$ cat src/rtl/ising_pkg.sv
// Sizing constants for the Ising energy evaluator
// Spin count, coupling and bias precision, energy widths

package ising_pkg;

    // ====================
    // Base precisions
    // ====================
    localparam int BITJ             = 4;   // Coupling J, signed
    localparam int BITH             = 4;   // Bias h, signed
    localparam int DATASPIN         = 16;  // Spins per problem
    localparam int SCALING_BIT      = 5;   // h scaling code
    localparam int ENERGY_TOTAL_BIT = 16;  // One local energy

    // ====================
    // Derived widths
    // ====================
    // One full coupling row, lane j at [j*BITJ +: BITJ]
    localparam int DATAJ     = DATASPIN * BITJ;
    // Product term, wide enough for h shifted by 16
    localparam int MULTBIT   = BITH + SCALING_BIT - 1;
    localparam int IDX_BIT   = $clog2(DATASPIN);          // Spin index
    // Sum of DATASPIN local energies without overflow
    localparam int TOTAL_BIT = ENERGY_TOTAL_BIT + IDX_BIT;

endpackage

$ cat src/rtl/weight_rd_if.sv
// Read path of the weight memory
// Controller issues index and strobe, memory returns row and bias

interface weight_rd_if
    import ising_pkg::*;
();

    logic                   rd_en;     // Read strobe
    logic [IDX_BIT-1:0]     rd_idx;    // Row to read
    logic [DATAJ-1:0]       rd_row;    // Coupling row, one cycle later
    logic signed [BITH-1:0] rd_hbias;  // Bias of the same entry

    // Sweep controller side
    modport ctrl (
        output rd_en,
        output rd_idx,
        input  rd_row,
        input  rd_hbias
    );

    // Memory side
    modport mem (
        input  rd_en,
        input  rd_idx,
        output rd_row,
        output rd_hbias
    );

endinterface

$ cat src/rtl/adder_tree.sv
// Combinational signed adder tree
// Pairwise levels, one bit of growth per level, result sign-extended

module adder_tree
    import ising_pkg::*;
#(
    parameter int N     = 16,  // Number of terms
    parameter int DATAW = 8    // Width of one term
) (
    input  logic signed [DATAW-1:0]            data_i [N],  // Terms to add
    output logic signed [ENERGY_TOTAL_BIT-1:0] sum_o        // Sum of all terms
);

    // Words left at a level, odd counts round up
    function automatic int words_at(input int lvl);
        return (N + (1 << lvl) - 1) >> lvl;
    endfunction

    // ====================
    // Tree levels
    // ====================
    for (genvar l = 0; l <= $clog2(N); l++) begin : g_lvl
        logic signed [DATAW+l-1:0] word [words_at(l)];  // One extra bit per level

        if (l == 0) begin : g_leaf
            for (genvar w = 0; w < N; w++) begin : g_w
                assign word[w] = data_i[w];
            end
        end else begin : g_node
            for (genvar w = 0; w < words_at(l); w++) begin : g_w
                if (2*w + 1 < words_at(l-1)) begin : g_pair
                    // Signed operands, extended to the wider level
                    assign word[w] = g_lvl[l-1].word[2*w] + g_lvl[l-1].word[2*w+1];
                end else begin : g_odd
                    // Lone word, partner is zero so only the sign extends
                    assign word[w] = g_lvl[l-1].word[2*w];
                end
            end
        end
    end

    // ====================
    // Root
    // ====================
    // Sign-extended to the energy width
    assign sum_o = ENERGY_TOTAL_BIT'(g_lvl[$clog2(N)].word[0]);

endmodule

$ cat src/rtl/partial_energy_calc.sv
// Local energy of one spin, purely combinational
// Coupling sign flip per neighbour, scaled bias on the own lane
// Adder tree sum, flipped by the own spin

module partial_energy_calc
    import ising_pkg::*;
(
    input  logic [DATASPIN-1:0]                spin_i,          // Spin vector, 1 is +1
    input  logic [DATASPIN-1:0]                current_spin_i,  // One-hot, spin k
    input  logic [DATAJ-1:0]                   weight_i,        // Coupling row of spin k
    input  logic signed [BITH-1:0]             hbias_i,         // h of spin k
    input  logic [SCALING_BIT-1:0]             hscaling_i,      // Shift code for h
    output logic signed [ENERGY_TOTAL_BIT-1:0] energy_o         // Local energy
);

    logic signed [MULTBIT-1:0]          weight_ext [DATASPIN];  // Couplings, sign-extended
    logic signed [MULTBIT-1:0]          term       [DATASPIN];  // Tree inputs
    logic signed [MULTBIT-1:0]          hbias_ext;
    logic signed [MULTBIT-1:0]          hbias_scaled;
    logic signed [ENERGY_TOTAL_BIT-1:0] tree_sum;
    logic                               self_spin;              // Own spin bit

    // ====================
    // Coupling lanes
    // ====================
    for (genvar j = 0; j < DATASPIN; j++) begin : g_wext
        assign weight_ext[j] = {{(MULTBIT-BITJ){weight_i[j*BITJ+BITJ-1]}},
                                weight_i[j*BITJ +: BITJ]};
    end

    // ====================
    // Bias scaling
    // ====================
    assign hbias_ext = {{(MULTBIT-BITH){hbias_i[BITH-1]}}, hbias_i};

    // Only powers of two up to 16 are honoured
    always_comb begin
        case (hscaling_i)
            SCALING_BIT'(1):  hbias_scaled = hbias_ext;
            SCALING_BIT'(2):  hbias_scaled = hbias_ext <<< 1;
            SCALING_BIT'(4):  hbias_scaled = hbias_ext <<< 2;
            SCALING_BIT'(8):  hbias_scaled = hbias_ext <<< 3;
            SCALING_BIT'(16): hbias_scaled = hbias_ext <<< 4;
            default:          hbias_scaled = hbias_ext;  // Unknown code acts as 1
        endcase
    end

    // Diagonal lane carries h instead of J_kk
    always_comb begin
        for (int j = 0; j < DATASPIN; j++) begin
            if (current_spin_i[j]) begin
                term[j] = hbias_scaled;
            end else begin
                term[j] = spin_i[j] ? weight_ext[j] : -weight_ext[j];  // J times sigma_j
            end
        end
    end

    // ====================
    // Sum and own spin
    // ====================
    adder_tree #(
        .N     (DATASPIN),
        .DATAW (MULTBIT)
    ) u_adder_tree (
        .data_i (term),
        .sum_o  (tree_sum)
    );

    assign self_spin = |(spin_i & current_spin_i);
    assign energy_o  = self_spin ? tree_sum : -tree_sum;  // Times sigma_k

endmodule

$ cat src/rtl/weight_mem.sv
// Weight register file
// DATASPIN coupling rows and h biases in flip-flops
// Host write port, registered read port with one cycle latency

module weight_mem
    import ising_pkg::*;
(
    input  logic                   clk_i,
    input  logic                   arst_n_i,
    input  logic                   wr_en_i,     // Host write strobe
    input  logic [IDX_BIT-1:0]     wr_idx_i,    // Entry to write
    input  logic [DATAJ-1:0]       wr_row_i,    // Coupling row
    input  logic signed [BITH-1:0] wr_hbias_i,  // h bias
    weight_rd_if.mem               rd           // Read path to the controller
);

    logic [DATAJ-1:0]       row_mem   [DATASPIN];  // Couplings per spin
    logic signed [BITH-1:0] hbias_mem [DATASPIN];  // Bias per spin
    logic [DATAJ-1:0]       rd_row_q;
    logic signed [BITH-1:0] rd_hbias_q;

    // ====================
    // Storage and read
    // ====================
    always_ff @(posedge clk_i or negedge arst_n_i) begin
        if (!arst_n_i) begin
            for (int i = 0; i < DATASPIN; i++) begin
                row_mem[i]   <= '0;
                hbias_mem[i] <= '0;
            end
            rd_row_q   <= '0;
            rd_hbias_q <= '0;
        end else begin
            if (wr_en_i) begin
                row_mem[wr_idx_i]   <= wr_row_i;
                hbias_mem[wr_idx_i] <= wr_hbias_i;
            end
            // Old contents seen on a same-cycle write
            if (rd.rd_en) begin
                rd_row_q   <= row_mem[rd.rd_idx];
                rd_hbias_q <= hbias_mem[rd.rd_idx];
            end
        end
    end

    // Held until the next read
    assign rd.rd_row   = rd_row_q;
    assign rd.rd_hbias = rd_hbias_q;

endmodule

$ cat src/rtl/energy_sweep_ctrl.sv
// Sweep controller
// Walks the spin index, one row read per cycle
// Registers each local energy, accumulates the total, pulses done

module energy_sweep_ctrl
    import ising_pkg::*;
(
    input  logic                               clk_i,
    input  logic                               arst_n_i,
    input  logic                               start_i,           // Sweep request
    input  logic [DATASPIN-1:0]                spin_i,            // Spin vector to evaluate
    input  logic [SCALING_BIT-1:0]             hscaling_i,        // h scaling code
    input  logic signed [ENERGY_TOTAL_BIT-1:0] energy_i,          // From the calculator
    weight_rd_if.ctrl                          rd,                // Weight read path
    output logic [DATASPIN-1:0]                spin_o,            // Latched spins
    output logic [DATASPIN-1:0]                current_spin_o,    // One-hot spin on rd_row
    output logic [SCALING_BIT-1:0]             hscaling_o,        // Latched code
    output logic                               busy_o,
    output logic                               done_o,
    output logic                               partial_valid_o,
    output logic [IDX_BIT-1:0]                 partial_idx_o,
    output logic signed [ENERGY_TOTAL_BIT-1:0] partial_energy_o,
    output logic signed [TOTAL_BIT-1:0]        total_energy_o
);

    logic                               start_fire;    // Accepted start
    logic                               rd_act_q;      // Reads 1..N-1 pending
    logic [IDX_BIT-1:0]                 rd_cnt_q;      // Next index to read
    logic                               row_vld_q;     // Row on rd outputs
    logic [IDX_BIT-1:0]                 row_idx_q;     // Index of that row
    logic                               busy_q;
    logic                               done_q;
    logic                               pvalid_q;
    logic [IDX_BIT-1:0]                 pidx_q;
    logic signed [ENERGY_TOTAL_BIT-1:0] penergy_q;
    logic signed [TOTAL_BIT-1:0]        penergy_ext;
    logic signed [TOTAL_BIT-1:0]        acc_q;         // Running sum of this sweep
    logic signed [TOTAL_BIT-1:0]        acc_next;
    logic signed [TOTAL_BIT-1:0]        total_q;       // Result of last sweep
    logic                               last_partial;
    logic [DATASPIN-1:0]                spin_q;
    logic [SCALING_BIT-1:0]             hscaling_q;

    assign start_fire = start_i && !busy_q;  // Ignored mid-sweep

    // ====================
    // Read issue
    // ====================
    // Index 0 goes out in the start cycle itself
    assign rd.rd_en  = start_fire || rd_act_q;
    assign rd.rd_idx = rd_act_q ? rd_cnt_q : '0;

    // ====================
    // Accumulate
    // ====================
    assign penergy_ext  = TOTAL_BIT'(penergy_q);  // Sign-extend
    assign acc_next     = acc_q + penergy_ext;
    assign last_partial = pvalid_q && (pidx_q == IDX_BIT'(DATASPIN-1));

    always_ff @(posedge clk_i or negedge arst_n_i) begin
        if (!arst_n_i) begin
            rd_act_q  <= 1'b0;
            rd_cnt_q  <= '0;
            row_vld_q <= 1'b0;
            row_idx_q <= '0;
            busy_q    <= 1'b0;
            done_q    <= 1'b0;
            pvalid_q  <= 1'b0;
            acc_q     <= '0;
            total_q   <= '0;
        end else begin
            if (start_fire) begin
                busy_q   <= 1'b1;
                rd_act_q <= (DATASPIN > 1);
                rd_cnt_q <= IDX_BIT'(1);
            end else if (rd_act_q) begin
                if (rd_cnt_q == IDX_BIT'(DATASPIN-1)) begin
                    rd_act_q <= 1'b0;
                end
                rd_cnt_q <= rd_cnt_q + 1'b1;
            end

            // Index follows the memory latency
            row_vld_q <= rd.rd_en;
            if (rd.rd_en) begin
                row_idx_q <= rd.rd_idx;
            end

            pvalid_q <= row_vld_q;
            done_q   <= last_partial;

            if (start_fire) begin
                acc_q <= '0;
            end else if (pvalid_q) begin
                acc_q <= acc_next;
            end

            // Last partial closes the sweep
            if (last_partial) begin
                busy_q  <= 1'b0;
                total_q <= acc_next;
            end
        end
    end

    // Payload, qualified by the valid flags
    always_ff @(posedge clk_i) begin
        if (start_fire) begin
            spin_q     <= spin_i;
            hscaling_q <= hscaling_i;
        end
        if (row_vld_q) begin
            pidx_q    <= row_idx_q;
            penergy_q <= energy_i;
        end
    end

    // ====================
    // Outputs
    // ====================
    assign spin_o           = spin_q;
    assign hscaling_o       = hscaling_q;
    assign current_spin_o   = DATASPIN'(1) << row_idx_q;
    assign busy_o           = busy_q;
    assign done_o           = done_q;
    assign partial_valid_o  = pvalid_q;
    assign partial_idx_o    = pidx_q;
    assign partial_energy_o = penergy_q;
    assign total_energy_o   = total_q;

endmodule

$ cat src/rtl/ising_energy_top.sv
// Top level of the Ising energy evaluator
// Weight memory, sweep controller and local energy calculator

module ising_energy_top
    import ising_pkg::*;
(
    input  logic                               clk_i,
    input  logic                               arst_n_i,
    // Host weight load
    input  logic                               wr_en_i,
    input  logic [IDX_BIT-1:0]                 wr_idx_i,
    input  logic [DATAJ-1:0]                   wr_row_i,
    input  logic signed [BITH-1:0]             wr_hbias_i,
    // Sweep request
    input  logic [DATASPIN-1:0]                spin_i,
    input  logic [SCALING_BIT-1:0]             hscaling_i,
    input  logic                               start_i,
    // Status and results
    output logic                               busy_o,
    output logic                               done_o,
    output logic                               partial_valid_o,
    output logic [IDX_BIT-1:0]                 partial_idx_o,
    output logic signed [ENERGY_TOTAL_BIT-1:0] partial_energy_o,
    output logic signed [TOTAL_BIT-1:0]        total_energy_o
);

    logic [DATASPIN-1:0]                spin_lat;      // Latched spins
    logic [DATASPIN-1:0]                current_spin;  // One-hot mask
    logic [SCALING_BIT-1:0]             hscaling_lat;
    logic signed [ENERGY_TOTAL_BIT-1:0] local_energy;  // Calculator result

    weight_rd_if u_rd_if ();

    // ====================
    // Weight storage
    // ====================
    weight_mem u_weight_mem (
        .clk_i      (clk_i),
        .arst_n_i   (arst_n_i),
        .wr_en_i    (wr_en_i),
        .wr_idx_i   (wr_idx_i),
        .wr_row_i   (wr_row_i),
        .wr_hbias_i (wr_hbias_i),
        .rd         (u_rd_if.mem)
    );

    // ====================
    // Sweep
    // ====================
    energy_sweep_ctrl u_ctrl (
        .clk_i            (clk_i),
        .arst_n_i         (arst_n_i),
        .start_i          (start_i),
        .spin_i           (spin_i),
        .hscaling_i       (hscaling_i),
        .energy_i         (local_energy),
        .rd               (u_rd_if.ctrl),
        .spin_o           (spin_lat),
        .current_spin_o   (current_spin),
        .hscaling_o       (hscaling_lat),
        .busy_o           (busy_o),
        .done_o           (done_o),
        .partial_valid_o  (partial_valid_o),
        .partial_idx_o    (partial_idx_o),
        .partial_energy_o (partial_energy_o),
        .total_energy_o   (total_energy_o)
    );

    // Row and bias straight off the read registers
    partial_energy_calc u_calc (
        .spin_i         (spin_lat),
        .current_spin_i (current_spin),
        .weight_i       (u_rd_if.rd_row),
        .hbias_i        (u_rd_if.rd_hbias),
        .hscaling_i     (hscaling_lat),
        .energy_o       (local_energy)
    );

endmodule

$ cat config.mk
export PLATFORM = sky130hd
export DESIGN_NAME = ising_energy_top
export DESIGN_NICKNAME = d
export VERILOG_FILES = /design/src/rtl/ising_pkg.sv /design/src/rtl/weight_rd_if.sv /design/src/rtl/adder_tree.sv /design/src/rtl/partial_energy_calc.sv /design/src/rtl/weight_mem.sv /design/src/rtl/energy_sweep_ctrl.sv /design/src/rtl/ising_energy_top.sv
export SDC_FILE = /design/constraint.sdc
export NUM_CORES = 2
export LEC_CHECK = 0
export BUFFER_PORTS_ARGS = -buffer_cell sky130_fd_sc_hd__buf_2
export CORE_ASPECT_RATIO = 1.4
export CORE_MARGIN = 2
export CORE_UTILIZATION = 60
export CTS_CLUSTER_DIAMETER = 150
export DETAILED_ROUTE_END_ITERATION = 7
export MAX_ROUTING_LAYER = met4
export PLACE_DENSITY = 0.88
export SLEW_MARGIN = 20
export SYNTH_ARGS = -nofsm -noshare
export SYNTH_HDL_FRONTEND = slang
export SYNTH_SLANG_ARGS = --single-unit
$ cat constraint.sdc
create_clock -name clk_i -period 8.55 [get_ports clk_i]
set_input_delay 0.4275 -clock clk_i [delete_from_list [all_inputs] [get_ports clk_i]]
set_output_delay 0.4275 -clock clk_i [all_outputs]
set_load 0.03 [all_outputs]
* After elaboration in Yosys (flattened, before gate mapping)
Cells that the tools add are included.
** Word-level totals
- Register bits after elaboration :: 1250
** Operators by class
- Add/sub/neg operators :: 34
- Order comparisons :: 3
- Eq/ne operators :: 6
- Shift operators :: 1
- Muxes and demuxes :: 56
- Bitwise logic cells :: 3
- Reduce and logical (&&, ||, !) cells :: 9
** Operators by type and width (count)
- 1024-bit bitwise mux :: 1
- 64-bit binary-select mux with 4-bit select :: 1
- 64-bit demux with 4-bit select :: 1
- 8-bit 2-to-1 mux :: 32
- 64-bit 2-to-1 mux :: 3
- 4-bit negation with 8-bit output :: 16
- 8-bit by 8-bit adder with 9-bit output :: 8
- 64-bit bitwise mux :: 1
- 9-bit by 9-bit adder with 10-bit output :: 4
- 20-bit 2-to-1 mux :: 2
- 7-bit one-hot mux with 4 select lines :: 1
- 4-bit 2-to-1 mux :: 6
- 10-bit by 10-bit adder with 11-bit output :: 2
- 20-bit by 16-bit adder with 20-bit output :: 1
- 16-bit AND :: 1
- 4-bit binary-select mux with 4-bit select :: 1
- 4-bit demux with 4-bit select :: 1
- 16-bit 2-to-1 mux :: 1
- 12-bit negation with 16-bit output :: 1
- 16-bit OR reduction :: 1
- 1-bit by 4-bit left shift with 16-bit output (first input constant) :: 1
- 11-bit by 11-bit adder with 12-bit output :: 1
- 5-bit greater-or-equal comparator (second input constant) :: 2
- 4-bit inverter with 5-bit output :: 2
- 12 further kinds :: 21

* Logic depth before layout (Yosys ltp)
- Depth after elaboration :: 9
- Depth in mapped cells :: 29

* Modules after synthesis
A second synthesis with hierarchy kept.
** Unflattened totals
- Cells, all modules :: 4447
- Area, all modules :: 62333.5 µm²
** Modules (own cells, without submodules)
- weight_mem :: instances 1, cells an instance 3107, area an instance 50661.1 µm², seq. area each 28927.7 µm²
- energy_sweep_ctrl :: instances 1, cells an instance 366, area an instance 4371.7 µm², seq. area each 2557.5 µm²
- adder_tree :: instances 1, cells an instance 377, area an instance 3659.8 µm², seq. area each 0.0 µm²
- partial_energy_calc :: instances 1, cells an instance 597, area an instance 3641.0 µm², seq. area each 0.0 µm²

* Worst setup path before layout
No wires, ideal clock.
- Path type :: register to register
- Start point :: register u_ctrl.hscaling_q[0], in the netlist u_ctrl.hscaling_o[0]
- End point :: register u_ctrl.penergy_q[12], in the netlist u_ctrl.partial_energy_o[12], data pin
- Setup time :: 274 ps
- Data arrival time :: 7383 ps
- Required time :: 8276 ps
- Path slack :: 892 ps
- Cell stages (with the launch flop) :: 27
- Path buffers :: 1
- Clock period less this slack :: 7658 ps
- Path through :: edfxtp_1 or3_4 nor3b_2 nor4_2 a222oi_1 buf_4 a21oi_1 fa_1 inv_1 fa_1 fa_1 inv_1 fa_1 fa_1 inv_1 fa_1 inv_1 ha_1 fa_1 a21o_1 a21oi_1 o21bai_1 a21oi_1 o21ai_0 xor2_1 o41ai_1 mux2i_1
** On the way
- Cells in the longest elaborated chain, start to end :: 9
- Elaborated cells between the ends (all ways) :: 38
** RTL lines
- start, declared :: line energy_sweep_ctrl.sv:42 : logic [SCALING_BIT-1:0] hscaling_q;
- start signal, assigned :: line energy_sweep_ctrl.sv:110 : hscaling_q <= hscaling_i;
- 5-bit equality test, or another cell as far along :: line partial_energy_calc.sv:38 : case (hscaling_i)
- 7-bit one-hot mux with 4 select lines (*) :: line partial_energy_calc.sv:38
- 8-bit 2-to-1 mux :: line partial_energy_calc.sv:51 : if (current_spin_i[j]) begin
- 8-bit by 8-bit adder with 9-bit output :: line adder_tree.sv:33 : assign word[w] = g_lvl[l-1].word[2*w] + g_lvl[l-1].word[2*w+1];
- 9-bit by 9-bit adder with 10-bit output :: line adder_tree.sv:33
- 10-bit by 10-bit adder with 11-bit output :: line adder_tree.sv:33
- 11-bit by 11-bit adder with 12-bit output (*) :: line adder_tree.sv:33
- 12-bit negation with 16-bit output :: line partial_energy_calc.sv:71 : assign energy_o = self_spin ? tree_sum : -tree_sum;
- 16-bit 2-to-1 mux (*) :: line partial_energy_calc.sv:71
- named net local_energy[12] :: line ising_energy_top.sv:30 : logic signed [ENERGY_TOTAL_BIT-1:0] local_energy;
- end signal, assigned :: line energy_sweep_ctrl.sv:114 : penergy_q <= energy_i;
- end, declared :: line energy_sweep_ctrl.sv:35 : logic signed [ENERGY_TOTAL_BIT-1:0] penergy_q;
Mark *: on every way through the listed nets, which the timed path passes. The rest lies on a longest branch.
A chain may end at the register's enable or synchronous reset.

* Worst setup path after layout
- Start point :: register u_ctrl.hscaling_q[0], in the netlist u_ctrl.hscaling_o[0]
- End point :: register u_ctrl.penergy_q[14], in the netlist u_ctrl.partial_energy_o[14], data pin
The elaborated chain is that of the path after synthesis.

==> results.py <==
metrics = {
    "placed_design": {
        "io_buffers": 139,
        "placed_area_um2": 64290,
        "detailed_place_hpwl_um": 91930,
        "post-place-cells": 5786,
        "globalplace.congestion": 0.9603,
    },
    "critical_path": {
        "path_class": "flip-flop to flip-flop",
        "cp.arrival_ns": 8.43,
        "start_kind": "flip-flop",
        "setup.worst_path.end_class": "flip-flop",
        "worstPathMaxFanout": 16,
        "cp.required_ns": 8.94,
    },
    "yosys": {
        "ys.flop_type": "dfrtp_1",
        "synth-seq-cells": 1250,
        "netlist_area_um2": 62470,
        "synthesis.nets": 4875,
        "synthCells": 4587,
        "yosysUniqueCellTypes": 58,
        "ys_seq_area_share_pct": 50.40,
        "synthArstFlopShare_pct": 96.72,
        "yosysWarningCount": 0,
        "synth.avg_cell_area_um2": 13.62,
        "synth_edf_count": 41,
    },
    "floorplanning": {
        "die-width_um": 276.7,
        "die_area_um2": 106800,
        "core_area_um2": 103700,
        "start_util_pct": 60.25,
        "pin_count": 140,
        "die_h_um": 385.8,
        "placementRows": 140,
    },
    "clocking": {
        "clk_latency_ns": 0.74,
        "cts_tree": "yes",
        "cts_setup_buffers": 0,
        "path_clk_slew_ns": 0.08,
        "cts.path.max_buffers": 3,
        "cts_sinks": 1250,
        "ctsHtreeMaxLevel": 3,
        "cts_buffers": 110,
        "cts_root_buf": "clkbuf_16",
    },
    "cells_and_area": {
        "final_cells": 6035,
        "layout-drive-gt1-share_pct": 37.64,
        "stdcell_area_um2": 68330,
        "fill_cells": 6930,
        "area_delta_synth_final_pct": 9.379,
        "finalNetCount": 4861,
    },
    "sta": {
        "slew_headroom_pct": 21.51,
        "worst_pin_slew_ns": 1.177,
        "finalMaxSlewViolations": 0,
        "max_freq_ghz": 0.1244,
        "finalCritPeriodShare_pct": 94.06,
        "setup-tns-final_ns": 0,
        "finalCriticalPeriod_ns": 8.042,
        "setup_viol": 0,
        "finClkSkew_ns": 0.04862,
        "rsz0062_at_grt": "false",
        "hold_viol": 0,
    },
    "drt": {
        "dr.pass1.iters": 5,
        "vias_per_cell": 6.415,
        "wl_per_cell_um": 25.76,
        "num_vias": 38720,
        "routed_wl_um": 155400,
        "drtIter0Drc": 3236,
        "antenna_left": 0,
        "drcViolationCount": 0,
    },
    "min_path": {
        "min_path_type": "input port to flip-flop",
    },
    "grt": {
        "grt_antenna_before_repair": 22,
        "grt_overflow": 0,
        "grt_pass1_wl_um": 240200,
        "grt_max_degree": 172,
        "track_usage_pct": 30.28,
        "grt_pass1_vias": 40870,
    },
    "outcome": {
        "status": "finished clean",
    },
    "flow_run": {
        "maxCapViolations": 0,
    },
}
-- Yosys cell counts, types with 7 or more instances --
library cell | instances | share of area (%)
a211oi_1 | 24 | 0.29
a21o_1 | 11 | 0.13
a21oi_1 | 111 | 0.89
and3_1 | 9 | 0.090
buf_1 | 76 | 0.46
buf_2 | 30 | 0.24
clkbuf_1 | 252 | 1.5
dfrtp_1 | 1209 | 48
edfxtp_1 | 41 | 2.0
fa_1 | 121 | 3.9
ha_1 | 70 | 1.4
inv_1 | 193 | 1.2
mux2_2 | 1120 | 20
mux2i_1 | 322 | 5.2
mux4_2 | 204 | 7.4
nand2_1 | 166 | 1.0
nand2b_1 | 23 | 0.23
nand3_1 | 30 | 0.24
nor2_1 | 131 | 0.79
nor2b_1 | 13 | 0.13
nor3_1 | 16 | 0.13
nor3b_1 | 8 | 0.096
o21ai_0 | 135 | 1.1
o22ai_1 | 137 | 1.4
o31ai_1 | 7 | 0.084
or3_1 | 11 | 0.11
xnor2_1 | 43 | 0.60
xor2_1 | 15 | 0.21
-- through the flow --
stage | utilization [%] | hold slack (ns) | setup slack (ns)
final | 65.90 | 0.1401 | 0.5082
after global routing | 65.89 | 0.1484 | 0.08764
after CTS | 65.81 | 0.09285 | 0.3694
after detailed placement | 62.00 | 0.4578 | 0.4918
after global placement | 61.98 | 0.4556 | 0.7642
after floorplan | - | 0.1319 | 0.8921
-- worst max-delay path, stage by stage, from the launching register on --
cell      delay, ns
edfxtp_1       0.42
or3_4          0.43
nor3b_2        0.40
nor4_2         0.15
a222oi_1       0.33
buf_4          0.29
a21oi_1        0.12
fa_1           0.55
inv_1          0.06
fa_1           0.50
fa_1           0.51
inv_1          0.05
fa_1           0.49
fa_1           0.49
inv_1          0.05
fa_1           0.47
inv_1          0.04
ha_1           0.21
fa_1           0.46
a21o_1         0.19
a21oi_1        0.22
o21bai_1       0.10
a21oi_1        0.21
o21ai_0        0.14
xor2_1         0.20
o41ai_2        0.47
mux2i_1        0.15
-- placed cells by master, fill, tap and decap left out, drive strengths merged, types with 4 or more instances in the layout --
cell         count
nand3b           6
a211oi          24
nor3            16
fa             121
a21oi          111
nor3b           10
xnor2           44
o22ai          137
a22o             5
buf            212
nand3           30
inv            198
nand2          166
nor2           131
xor2            15
mux2i          322
o21ai          135
mux4           204
and3             9
a31oi            6
dlygate4sd3     23
clkinv          34
mux2          1121
edfxtp          41
clkbuf         157
nand4            4
dfrtp         1209
ha              70
o31ai            7
diode           21
nor2b           13
or3             12
clkinvlp         4
a21o            11
nand2b          23
bufinv           6
a22oi            4
-- registers in the layout, indices dropped and copies added (netlist names) --
signal                    cells
u_ctrl.row_idx_q              4
u_ctrl.total_energy_o        20
u_ctrl.spin_o                16
u_ctrl.rd_act_q               1
u_ctrl.acc_q                 20
u_ctrl.partial_valid_o        1
u_ctrl.partial_energy_o      16
u_ctrl.partial_idx_o          4
u_ctrl.rd_cnt_q               4
u_weight_mem.row_mem       1024
u_weight_mem.hbias_mem       64
u_weight_mem.rd.rd_row       64
u_ctrl.row_vld_q              1
u_weight_mem.rd.rd_hbias      4
u_ctrl.hscaling_o             5
u_ctrl.busy_o                 1
u_ctrl.done_o                 1
-- kinds of logic (layout without fill, tap and decap cells) --
group                      after synthesis  in the layout  synth area share (%)
other                                    0             21                     0
muxes                                 1647           1647                 32.72
AOI/OAI and AO/OA                      458            458                 4.288
xor gates and xnor gates                59             59                0.8392
DFF                                   1250           1250                 50.40
adders and majority gates              191            191                 5.279
buffers and inverters                  556            634                 3.415
and+or+nand+nor                        426            426                 3.064
-- final timing paths --
| check | from | end | slack [ns] | cells after the start |
|---|---|---|---|---|
| min reg2reg | u_ctrl.total_energy_o[18]$_DFFE_PN0P_ | u_ctrl.total_energy_o[18]$_DFFE_PN0P_ | 0.47 | 2 |
| max | u_ctrl.hscaling_o[0]$_DFFE_PP_ | u_ctrl.partial_energy_o[14]$_DFFE_PP_ | 0.51 | 26 |
| max in group asynchronous | arst_n_i | u_weight_mem.row_mem[456]$_DFFE_PN0P_ | 6.11 | 4 |
| max reg2reg | u_ctrl.hscaling_o[0]$_DFFE_PP_ | u_ctrl.partial_energy_o[14]$_DFFE_PP_ | 0.51 | 26 |
| min | wr_row_i[33] | u_weight_mem.row_mem[97]$_DFFE_PN0P_ | 0.14 | 2 |
| min in group asynchronous | arst_n_i | u_weight_mem.row_mem[446]$_DFFE_PN0P_ | 0.38 | 2 |
-- final cells by class --
type	instances	area, um2	share of cell area [%]
clock inverters	47	519.2	0.7599
repair buffers	235	1620	2.371
clock buffers	157	3199	4.682
flip-flops and latches	1250	31490	46.09
multi-input cells	2781	29030	42.48
inverters	195	734.5	1.075
diodes	21	52.55	0.07690
well taps	1349	1688	2.470
-- metal layers --
layer	wire length (um)	part of all wire, %	track usage [%]
met1	60950	39	37.27
met2	79130	51	50.28
met3	10360	6.7	5.333
met4	5010	3.2	11.94
met5	0	0	-
-- repair_timing --
item | in CTS | in global routing
gates resized for setup | 0 | 1
hold buffers | 23 | 0
endpoints found under the hold margin | 119 | 0
setup endpoints to repair | 0 | 2
Power is not shown: default switching activity piles up to over one toggle a cycle in this logic, so the estimate is an artifact.
